## src/hdl/issue_pkg.sv

```systemverilog
`default_nettype none

package issue_pkg;

    localparam int queue_depth = 16;
    localparam int queue_idx_w = 4;
    localparam int reg_count   = 16;
    localparam int reg_idx_w   = 4;
    localparam int data_w      = 32;
    localparam int tag_w       = 8;
    localparam int imm_w       = 16;
    // multiplier operand halves
    localparam int half_w      = data_w / 2;

    typedef enum logic [3:0] {
        op_nop,
        op_add,
        op_sub,
        op_and,
        op_or,
        op_xor,
        op_addi,
        op_lui,
        op_mul
    } op_e;

    function automatic logic is_mul(op_e op);
        return op == op_mul;
    endfunction

    // r0 is never a real destination
    function automatic logic writes_reg(op_e op, logic [reg_idx_w-1:0] rd);
        return (op != op_nop) && (rd != '0);
    endfunction

endpackage

`default_nettype wire

```

## src/hdl/mul_unit.sv

```systemverilog
`default_nettype none

module mul_unit (
    input  wire logic                         clk,
    input  wire logic                         rst,
    input  wire logic [1:0]                   issue_valid,
    input  wire issue_pkg::op_e               issue_op    [1:0],
    input  wire logic [issue_pkg::data_w-1:0] opnd_a      [1:0],
    input  wire logic [issue_pkg::data_w-1:0] opnd_b      [1:0],
    output logic [issue_pkg::data_w-1:0]      mul_product [1:0]
);
    import issue_pkg::*;

    logic [1:0]          sel;
    logic                sel_lane;
    logic [half_w-1:0]   a_lo;
    logic [half_w-1:0]   a_hi;
    logic [half_w-1:0]   b_lo;
    logic [half_w-1:0]   b_hi;
    logic                s1_valid;
    logic                s1_lane;
    logic [data_w-1:0]   pp_ll;
    logic [data_w-1:0]   pp_lh;
    logic [data_w-1:0]   pp_hl;
    logic [data_w-1:0]   pp_hh;
    logic [2*data_w-1:0] sum;
    logic                s2_valid;
    logic                s2_lane;
    logic [data_w-1:0]   product;

    // pairing keeps this to one lane per cycle
    assign sel[1]   = issue_valid[1] && is_mul(issue_op[1]);
    assign sel[0]   = issue_valid[0] && is_mul(issue_op[0]);
    assign sel_lane = sel[1];

    assign a_lo = opnd_a[sel_lane][half_w-1:0];
    assign a_hi = opnd_a[sel_lane][data_w-1:half_w];
    assign b_lo = opnd_b[sel_lane][half_w-1:0];
    assign b_hi = opnd_b[sel_lane][data_w-1:half_w];

    assign sum = {{data_w{1'b0}}, pp_ll} +
                 {{half_w{1'b0}}, pp_lh, {half_w{1'b0}}} +
                 {{half_w{1'b0}}, pp_hl, {half_w{1'b0}}} +
                 {pp_hh, {data_w{1'b0}}};

    always_ff @(posedge clk) begin
        if (rst) begin
            s1_valid <= 1'b0;
            s2_valid <= 1'b0;
        end else begin
            s1_valid <= |sel;
            s2_valid <= s1_valid;
        end
        // stage 1 partial products
        s1_lane <= sel_lane;
        pp_ll   <= a_lo * b_lo;
        pp_lh   <= a_lo * b_hi;
        pp_hl   <= a_hi * b_lo;
        pp_hh   <= a_hi * b_hi;
        // stage 2 keeps the low word
        s2_lane <= s1_lane;
        product <= sum[data_w-1:0];
    end

    always_comb begin
        for (int l = 0; l < 2; l++) begin
            mul_product[l] = (s2_valid && s2_lane == 1'(l)) ? product : '0;
        end
    end

endmodule

`default_nettype wire

```

## config.mk

```make
export PLATFORM = sky130hd
export DESIGN_NAME = mul_unit
export DESIGN_NICKNAME = d
export VERILOG_FILES = /design/src/hdl/issue_pkg.sv /design/src/hdl/mul_unit.sv
export SDC_FILE = /design/constraint.sdc
export NUM_CORES = 1
export LEC_CHECK = 0
export BUFFER_PORTS_ARGS = -buffer_cell sky130_fd_sc_hd__buf_2
export CAP_MARGIN = 20
export CORE_MARGIN = 2
export CORE_UTILIZATION = 26
export CTS_CLUSTER_SIZE = 24
export DETAILED_ROUTE_END_ITERATION = 8
export GPL_TIMING_DRIVEN = 0
export PLACE_DENSITY = 0.46
export SLEW_MARGIN = 20
export SYNTH_ARGS = -nofsm -noshare
export SYNTH_HDL_FRONTEND = slang
export SYNTH_SLANG_ARGS = --single-unit
export TNS_END_PERCENT = 10
```

## constraint.sdc

```tcl
create_clock -name clk -period 19.9 [get_ports clk]
set_input_delay 1.99 -clock clk [delete_from_list [all_inputs] [get_ports clk]]
set_output_delay 1.99 -clock clk [all_outputs]
set_load 0.01 [all_outputs]
```

Word-level counts from Yosys, hierarchy flattened

Cells that the tools add are included.
W data, S select, Z words.

Mux-type cells: 6
Equality and inequality tests: 2
Add/sub/neg operators: 3
Multiply operators: 3
Reduce and logical (&&, ||, !) cells: 5
Div/mod/pow operators: 0
Bitwise gates (word level): 1
$lt $le $gt $ge: 1
Shifts and indexed selects: 0

Operator list:

| cell                    | number |
|---|---|
| $mux W32                | 6 |
| $add A32 B32 Y32        | 2 |
| $add A32 B1 Y32 const B | 1 |
| $mul A16 B16 Y16        | 2 |
| $mul A16 B16 Y32        | 1 |
| $eq A4 B4 Y1 const B    | 2 |
| $logic_and A1 B1 Y1     | 4 |
| $lt A1 B2 Y1 const B    | 1 |
| $reduce_or A2 Y1        | 1 |
| $not A1 Y1              | 1 |

Bits of input ports: 140
Flip-flop bits (word level): 100
ROM bits: 0
RAM bits: 0
Word-level logic and storage cells: 29
Output and inout port bits: 64
Bits in latches: 0
Memories: 0

Longest topological paths before layout

Gate-level depths: netlist of run 1.

Word-level depth: 5
Mapped depth: 29
Gate-level depth less buffers: 26

Least setup slack after synthesis of run 1

No wires, ideal clock.

Kind: input port to flip-flop
Start: in issue_op[7] in the netlist's numbering
End: reg pp_ll[31]
Stages on the path: 29
Setup time: 72 ps
Path buffers: 3
Arrival time: 8,292 ps
Required time: 19,828 ps
Setup slack: 11,536 ps
Cell sequence: nor2b_1 nand3_1 buf_2 inv_2 clkbuf_1 nand2_1 nand2_1 clkbuf_1 nand2_1 fa_1 inv_1 fa_1 inv_1 fa_1 inv_1 fa_1 fa_1 inv_1 fa_1 inv_1 ha_1 a211oi_1 o211ai_1 a32oi_1 o31ai_4 a211oi_2 o41ai_2 a21oi_1 xnor2_1

Word-level cells in the longest chain between the ends: 5
Elaborated cells on any way between the ends: 7
Those cells by class: mul: 1; eq/ne: 1; mux: 4; reduce/logical: 1

RTL lines:

| item                                      | line            | text |
|---|---|---|
| start: declaration                        | mul_unit.sv:7   | `input wire issue_pkg::op_e issue_op [1:0],` |
| $eq A4 B4 Y1 *                            | issue_pkg.sv:28 | `return op == op_mul;` |
| $logic_and A1 B1 Y1 *                     | mul_unit.sv:32  | `assign sel[1] = issue_valid[1] && is_mul(issue_op[1]);` |
| $mux W32 (on tied branches) (2 in series) | -               |  |
| $mul A16 B16 Y32 *                        | mul_unit.sv:56  | `pp_ll <= a_lo * b_lo;` |
| end signal: assignment                    | mul_unit.sv:56  |  |
| end: declaration                          | mul_unit.sv:22  | `logic [data_w-1:0] pp_ll;` |

Mark *: on every way between the ends. The rest lies on a longest branch, timed or not. The select of a mux whose other input is x is not followed.
A chain may end at the register's enable or synchronous reset.

Worst setup path after layout of run 1

Start: in issue_op[6] in the netlist's numbering
End: reg pp_ll[29]

Same word-level chain as after synthesis.

==> out/metrics.cfg, run 1 <==
[job]
drv_cap=0

[worst_hold_path]
whs_path_depth=0
hold_class=flip-flop to flip-flop
hold_start=pp_ll[14]
whs_endpoint=product[14]

[grt]
busiest_layer=met2
grt_pass1_vias=17800
grtUsageMet1_pct=24.2
antenna_found_initial=12
grt_remaining_overflow=0
grtUsageTotal_pct=18.3
grt_max_degree=23
grt_use_met3_pct=1.73
grt_pass1_wl_mm=112
gr-usage-met2_pct=31.8

[run_status]
status=completed

[timing]
setup_viol=0
fin_setup_tns_ns=0
fmax_mhz=103
max_slew.worst_pin.slew_ns=1.17
finalCritPeriodShare_pct=49.0
hold_viol_final=0
finalCriticalPeriod_ns=9.74
rsz0062_at_grt=false
skew_ns=0.00944
drv_slew=0
slew_headroom_pct=20.0

[detailed_routing]
route.vias.total=17100
routedWlPerCell_um=20.0
drcViolationCount=0
drt_iter0_drc=1023
first_pass_iters=5
via_per_inst=4.56
drtAntennaViolNets=0
routed_wirelength_mm=75.1

[finish]
final_util_pct=29.8
stdcell_count=3758
layout-drive-gt1-share_pct=9.87
nFillCells=8642
finalInstanceArea_um2=23500
layout.nets=3426
syn_to_final_growth_pct=13.2

[critical_path]
reg2reg_to=product[31]
crit_arrival_ns=9.99
path_buf_inv=8
worst-path-max-fanout=10
regToRegStartpoint=pp_ll[17]
cp-end-kind=flip-flop
slowest_delay_ns=0.57
cpMostUsedCell=fa_1
slowest_stage=clkbuf_1
crit_required_ns=20.15
startpoint_type=primary input
cp_top_family=adder cells
reg2reg_depth=12
crit_type=primary input to flip-flop
rrSetupSlack_ns=16.93

[floorplanning]
dieArea_um2=82100
die_w_um=287
start_util_pct=26.3
floorplan.rows=103
core_region_area_um2=79000
fp.dieH_um=287
ioPinCount=204

[cts]
post_cts_buffers=0
cts_tree=built
insertion_delay_ns=0.36
numCtsBuffers=9
clkSlewWorstSetupHoldPaths_ns=0.08
clockRootBuffer=clkbuf_16
cts_max_level=3
cts.path.max_buffers=2
ctsHoldBuffers=0
clock-sinks=100
cts-resized-gates=0

[placed_design]
post_dp_cell_area_um2=23200
hpwl_mm=65.7
placed_cells=3739
globalplace.congestion=0.898
io_buffers=203

[logic_synthesis]
seq_area_frac_synth_pct=9.64
synth.cells.most_frequent=inv_1 (490), nand2_1 (455), fa_1 (370)
synthArstFlopShare_pct=0
synth.distinct_cells=51
yosysMostFrequentCell=inv_1
avgSynthCellArea_um2=8.36
ys_ff_latch=100
synth_nets=3210
synthTopCellsByArea=fa_1 (36%), ha_1 (13%), dfxtp_1 (9.6%)
syn_inst=2484
syn_area_um2=20800
yosysTopAreaCell=fa_1
yosysTopAreaCellShare_pct=35.7
synth_edf_count=0
yosys_most_used_dff=dfxtp_1
yosysWarnings=0

## layout make-up
| type | count | area [um^2] | share of cell area [%] |
|---|---|---|---|
| flip-flops and latches | 100 | 2000 | 8.52 |
| repair buffers | 205 | 1040 | 4.42 |
| plain buffers | 69 | 270 | 1.15 |
| diodes | 3 | 7.51 | 0.0319 |
| inverters | 491 | 1840 | 7.84 |
| clock inverters | 7 | 96.3 | 0.410 |
| clock buffers | 9 | 225 | 0.958 |
| multi-input cells | 1824 | 16700 | 71.1 |
| well taps | 1050 | 1310 | 5.59 |
## stage by stage
step | worst slack [ns] | hold WS [ns]
floorplan | 11.54 | 0.310
global placement | 9.76 | 0.311
detailed placement | 9.76 | 0.312
CTS | 10.16 | 0.333
global route | 9.73 | 0.341
finish | 10.16 | 0.330
## sequential cells by signal (all words and copies together), names as in the netlist
register  cells
pp_hl        16
s1_lane       1
s2_valid      1
product      32
s2_lane       1
pp_ll        32
pp_lh        16
s1_valid      1
## kinds of logic (layout without fill, tap and decap cells)
group           Yosys count  in the layout  share of synthesized area, %
simple gates            896            896                          18.0
fa+ha+maj               586            586                          48.7
buf+inv                 560            781                          10.2
xor+xnor                152            152                          6.41
compound gates          132            132                          4.30
flops                   100            100                          9.64
mux                      58             58                          2.80
other cells               0              3                             0
## layout by cell type, fill, tap and decap left out, types with 6 or more instances in the layout
cell / Yosys / routed
a21o_1: 15 / 15
a21oi_1: 39 / 39
a31oi_1: 6 / 6
and2_1: 42 / 42
and3_1: 39 / 39
buf_2: 9 / 212
clkbuf_1: 58 / 58
clkbuf_16: 0 / 9
dfxtp_1: 100 / 100
fa_1: 370 / 370
ha_1: 216 / 216
inv_1: 490 / 490
mux2i_1: 58 / 42
mux2i_2: 0 / 16
nand2_1: 455 / 455
nand2b_1: 14 / 14
nand3_1: 13 / 13
nor2_1: 286 / 286
nor2b_1: 10 / 10
nor3_1: 16 / 16
o21ai_0: 22 / 22
o21bai_1: 6 / 6
or2_2: 10 / 10
or3_1: 7 / 7
xnor2_1: 122 / 122
xor2_1: 30 / 30
## how the worst max path moves through the flow
stage                startpoint        end  slack, ns  depth (start not counted)
global route        issue_op[6]  pp_ll[29]       9.73                         27
CTS                 issue_op[7]  pp_ll[29]      10.16                         27
global placement    issue_op[7]  pp_ll[29]       9.76                         26
finish              issue_op[6]  pp_ll[29]      10.16                         27
detailed placement  issue_op[7]  pp_ll[31]       9.76                         29
floorplan           issue_op[7]  pp_ll[31]      11.54                         29
## per-layer routing
metal / share of wire (%) / up-vias
li1: - / 7900
met1: 42 / 8648
met2: 49 / 484
met3: 5.3 / 97
met4: 3.0 / 8
met5: 0.067 / -
Power of run 1 is not shown: default switching activity piles up to over one toggle a cycle in this logic, so the estimate is an artifact.
==> run 2, diff against run 1 <==
--- a/config.mk
+++ b/config.mk
@@ -5,6 +5,7 @@
 export SDC_FILE = /design/constraint.sdc
 export NUM_CORES = 1
 export LEC_CHECK = 0
+export ABC_AREA = 1
 export BUFFER_PORTS_ARGS = -buffer_cell sky130_fd_sc_hd__buf_2
 export CAP_MARGIN = 20
 export CORE_MARGIN = 2
==> constraint.sdc (replaced) <==
create_clock -name clk -period 10.2 [get_ports clk]
set_input_delay 1.02 -clock clk [delete_from_list [all_inputs] [get_ports clk]]
set_output_delay 1.02 -clock clk [all_outputs]
set_load 0.01 [all_outputs]
==> out/metrics.cfg, run 2 <==
[run_status]
status=completed

[detailed_routing]
drcViolationCount=0
drtAntennaViolNets=0
via_per_inst=4.35
routed_wirelength_mm=73.3
first_pass_iters=5
routedWlPerCell_um=18.3
route.vias.total=17500
drt_iter0_drc=953

[timing]
slew_headroom_pct=30.9
skew_ns=0.00623
fmax_mhz=118
hold_viol_final=0
fin_setup_tns_ns=0
finalCritPeriodShare_pct=82.8
setup_viol=0
rsz0062_at_grt=false
drv_slew=0
finalCriticalPeriod_ns=8.45
max_slew.worst_pin.slew_ns=1.04

[job]
drv_cap=0

[finish]
syn_to_final_growth_pct=12.6
stdcell_count=4008
finalInstanceArea_um2=23500
nFillCells=8751
top_regs=pp_ll x32, product x32
multiInputGateArea_um2=15900
layout-drive-gt1-share_pct=8.83
layout.nets=3678
seqCellArea_um2=2000
final_cell_mix=inv_1 (665), nand2_1 (606), fa_1 (370)
final_common_cell=inv_1

[critical_path]
crit_required_ns=10.43
startpoint_type=primary input
reg2reg_depth=14
slowest_stage=clkbuf_1
slowest_delay_ns=0.71
rrSetupSlack_ns=7.19
crit_arrival_ns=8.68
worst-path-max-fanout=10
cpMostUsedCell=fa_1
regToRegStartpoint=pp_ll[17]
reg2reg_to=product[29]
crit_type=primary input to flip-flop
cp-end-kind=flip-flop

[cts]
cts.path.max_buffers=2
clkSlewWorstSetupHoldPaths_ns=0.07
cts_tree=built
insertion_delay_ns=0.36
clockRootBuffer=clkbuf_16
clock-sinks=100
post_cts_buffers=0
cts_max_level=3
ctsHoldBuffers=0
cts-resized-gates=0
numCtsBuffers=9

[floorplanning]
dieArea_um2=82400
start_util_pct=26.3
ioPinCount=204
die_w_um=287
floorplan.rows=103
core_region_area_um2=79100
fp.dieH_um=287

[logic_synthesis]
synth.distinct_cells=37
yosysTopAreaCellShare_pct=35.6
synth.cells.most_frequent=inv_1 (665), nand2_1 (606), fa_1 (370)
synthTopCellsByArea=fa_1 (36%), ha_1 (13%), inv_1 (12%)
avgSynthCellArea_um2=7.60
syn_area_um2=20800
syn_inst=2739
seq_area_frac_synth_pct=9.61
yosysWarnings=0
yosysMostFrequentCell=inv_1
synth_nets=3465
ys_ff_latch=100
synth_edf_count=0
yosys_most_used_dff=dfxtp_1
yosysTopAreaCell=fa_1
synthArstFlopShare_pct=0

[worst_hold_path]
hold_class=flip-flop to flip-flop
hold_start=s1_lane
whs_path_depth=0
whs_endpoint=s2_lane

[grt]
grt_remaining_overflow=0
grtUsageTotal_pct=18.1
grt_max_degree=17
grt_pass1_wl_mm=111
grt_pass1_vias=17900
antenna_found_initial=3

[placed_design]
placed_cells=3991
hpwl_mm=63.1
io_buffers=202
globalplace.congestion=0.881
post_dp_cell_area_um2=23200

[power]
ir_worst_vdd_v=0.000288
p_leak_nw=13.1
p_per_area_nw_per_um2=376
power_mw=8.83

-- run 2: cell types whose count changed in the layout (fill, tap and decap cells not counted), moves of 39 or more --
cell	change
mux2i_1	-42
nand2_1	+151
and2_1	-41
inv_1	+175
and3_1	-39
nor2_1	+65
xnor2_1	-94
nand4_1	+44
-- run 2: worst max-delay path by stage --
stage / from / end / cells after the start
2_1_floorplan: issue_op[7] / pp_ll[29] / 30
6_report: issue_op[5] / pp_ll[29] / 30
3_5_place_dp: issue_op[5] / pp_ll[29] / 30
4_1_cts: issue_op[5] / pp_ll[29] / 30
3_3_place_gp: issue_op[5] / pp_ll[29] / 30
5_1_grt: issue_op[5] / pp_ll[29] / 30
-- run 2: cell type report --
cell class | count | area share [%]
Antenna cell | 1 | 0.0107
Buffer | 83 | 1.54
Clock buffer | 11 | 1.03
Clock inverter | 5 | 0.245
Inverter | 676 | 10.8
Multi-Input combinational cell | 1880 | 67.9
Sequential cell | 100 | 8.53
Tap cell | 1050 | 5.60
Timing Repair Buffer | 202 | 4.31
-- run 2: stage by stage --
step | hold WS, ns | worst slack, ns | utilization, %
floorplan | 0.310 | 3.19 | -
global placement | 0.312 | 1.40 | 29.3
detailed placement | 0.312 | 1.42 | 29.3
CTS | 0.323 | 1.80 | 29.6
global route | 0.328 | 1.37 | 29.6
finish | 0.328 | 1.75 | 29.6
-- run 2: logic make-up (layout without fill, tap and decap cells) --
logic type	count (synthesis)	after routing	synth area share (%)
and+or+nand+nor	1081	1081	20.8
buffers and inverters	759	977	13.9
adders and majority gates	586	586	48.5
AOI/OAI and AO/OA	135	135	3.82
DFF	100	100	9.61
xor gates and xnor gates	78	78	3.28
other	0	1	0
-- run 2: metal layers --
| layer | global-route usage, % | wire [um] | up-vias |
|---|---|---|---|
| li1 | - | - | 8455 |
| met1 | 25.7 | 34300 | 8326 |
| met2 | 28.0 | 31400 | 615 |
| met3 | 4.01 | 6140 | 57 |
| met4 | 4.15 | 1450 | 0 |
| met5 | 0 | 0 | - |
-- run 2: where the power goes --
part           total [mW]  internal (mW)  leakage [nW]  switching [mW]
logic                7.66           2.89          12.1            4.77
registers           0.821          0.708         0.842           0.113
clock network       0.351          0.198         0.150           0.153
-- run 2: worst max-delay path, delay by kind of cell --
kind	cells	cell delay, ns
AND/OR/NAND/NOR	7	0.93
XOR/XNOR	1	0.17
adder cells (fa/ha/maj)	7	3.42
buffers and inverters	9	2.12
AO/OA/AOI/OAI	6	1.00
Note: power is estimated with default switching activity, not from simulation.
==> run 3, diff against run 2 <==
==> constraint.sdc (replaced) <==
create_clock -name clk -period 8.13 [get_ports clk]
set_input_delay 0.813 -clock clk [delete_from_list [all_inputs] [get_ports clk]]
set_output_delay 0.813 -clock clk [all_outputs]
set_load 0.01 [all_outputs]
==> out/metrics.cfg, run 3 (synthesis results as in run 2) <==
[critical_path]
path_buf_inv=7
slowest_stage=clkbuf_1
reg2reg_to=product[29]
cp_top_family=adder cells
reg2reg_depth=14
startpoint=issue_op[7]
cp_num_cells=28
worst-path-max-fanout=10
regToRegStartpoint=pp_ll[17]
cp-end-kind=flip-flop
crit_arrival_ns=8.07
crit_type=primary input to flip-flop
crit_path_end=pp_ll[29]
slowest_delay_ns=0.71
crit_required_ns=8.36
cpMostUsedCell=fa_1
rrSetupSlack_ns=5.13
startpoint_type=primary input

[finish]
nFillCells=8752
stdcell_count=4007
syn_to_final_growth_pct=12.8
finalInstanceArea_um2=23500
top_regs=pp_ll x32, product x32
layout-drive-gt1-share_pct=9.40
final_util_pct=29.7
final_common_cell=inv_1
layout.nets=3677
final_cell_mix=inv_1 (664), nand2_1 (605), fa_1 (370)

[grt]
grt_pass1_vias=17800
grt_max_degree=17
grt_pass1_wl_mm=110
grtUsageTotal_pct=18.0
grt_remaining_overflow=0
antenna_found_initial=3

[power]
p_int_mw=4.76
pwr-share-comb_pct=86.7
seqPwrFrac_pct=9.3
power_frac_clock_pct=4.0
power_mw=11.1
p_per_area_nw_per_um2=472
switchingPower_mw=6.32
p_sw_share_pct=57.0
p_leak_nw=13.2
ir_worst_vdd_v=0.000363

[cts]
clock-sinks=100
numCtsBuffers=9
clkSlewWorstSetupHoldPaths_ns=0.07
insertion_delay_ns=0.36
cts_tree=built
cts.path.max_buffers=2
clockRootBuffer=clkbuf_16
ctsHoldBuffers=0
cts_max_level=3

[timing]
setup_viol=0
fin_setup_tns_ns=0
fmax_mhz=128
max_slew.worst_pin.slew_ns=1.00
hold_viol_final=0
drv_slew=0
worst_slack_ns=0.294
finalCritPeriodShare_pct=96.4
fin_hold_ws_ns=0.328
finalCriticalPeriod_ns=7.84
slew_headroom_pct=33.1
rsz0062_at_grt=true
skew_ns=0.00685

[detailed_routing]
routedWlPerCell_um=18.2
via_per_inst=4.36
drtAntennaViolNets=0
route.vias.total=17500
drcViolationCount=0
first_pass_iters=5
drt_iter0_drc=986
routed_wirelength_mm=72.7

[floorplanning]
start_util_pct=26.3
fp.dieH_um=287
core_region_area_um2=79100
floorplan.rows=103
ioPinCount=204
dieArea_um2=82400
die_w_um=287

[placed_design]
placed_cells=3991
hpwl_mm=63.1
post_dp_cell_area_um2=23200
post-place-ws_ns=-0.443
io_buffers=202
globalplace.congestion=0.881

[worst_hold_path]
whs_path_depth=0
hold_class=flip-flop to flip-flop

[run_status]
status=completed

[job]
drv_cap=0

run 3: worst min-delay path by stage:
stage,startpoint,to,slack (ns)
global placement,pp_ll[6],product[6],0.31
finish,s1_lane,s2_lane,0.33
floorplan,pp_ll[0],product[0],0.31
global route,pp_ll[9],product[9],0.33
detailed placement,pp_ll[7],product[7],0.31
CTS,pp_ll[9],product[9],0.32
run 3: power groups by stage:
stage          logic (mW)  registers (mW)  clock network, mW
6_report             9.61            1.03              0.441
5_1_grt              11.1            1.06              0.479
4_1_cts              9.77            1.05              0.461
3_5_place_dp         9.71            1.06                  0
3_3_place_gp         9.77            1.06                  0
2_1_floorplan        6.74           0.962                  0
run 3: metal layers:
layer	vias to the layer above	GRT usage, %	share of wire [%]
met3	56	3.95	8.3
met2	655	27.7	43
met5	-	0	0
met1	8289	25.6	47
li1	8453	-	-
met4	0	4.04	1.9
run 3: what timing repair did:
action | CTS | global route
setup buffers | 0 | 2
pin swaps | 0 | 0
setup endpoints to repair | 1 | 10
gates cloned | 0 | 0
resized for setup | 0 | 31
run 3: worst register-to-register path: stages (launching register included):
cell      delay (ns)
dfxtp_1         0.32
fa_1            0.53
ha_1            0.16
inv_1           0.06
fa_1            0.46
o21ai_0         0.30
nand3_1         0.11
nand2_1         0.14
nand3_1         0.08
nand2_1         0.09
a21oi_1         0.07
o21bai_1        0.20
nand3_1         0.10
nand2_1         0.08
xor2_1          0.22
run 3: final cells by class:
class                           count  area, um^2  area share [%]
Timing Repair Buffer              204        1030            4.37
Tap cell                         1050        1310            5.59
Inverter                          676        2540            10.8
Antenna cell                        1        2.50          0.0107
Clock inverter                      5        57.6           0.245
Buffer                             80         364            1.55
Clock buffer                       11         243            1.03
Sequential cell                   100        2000            8.52
Multi-Input combinational cell   1880       15900            67.8
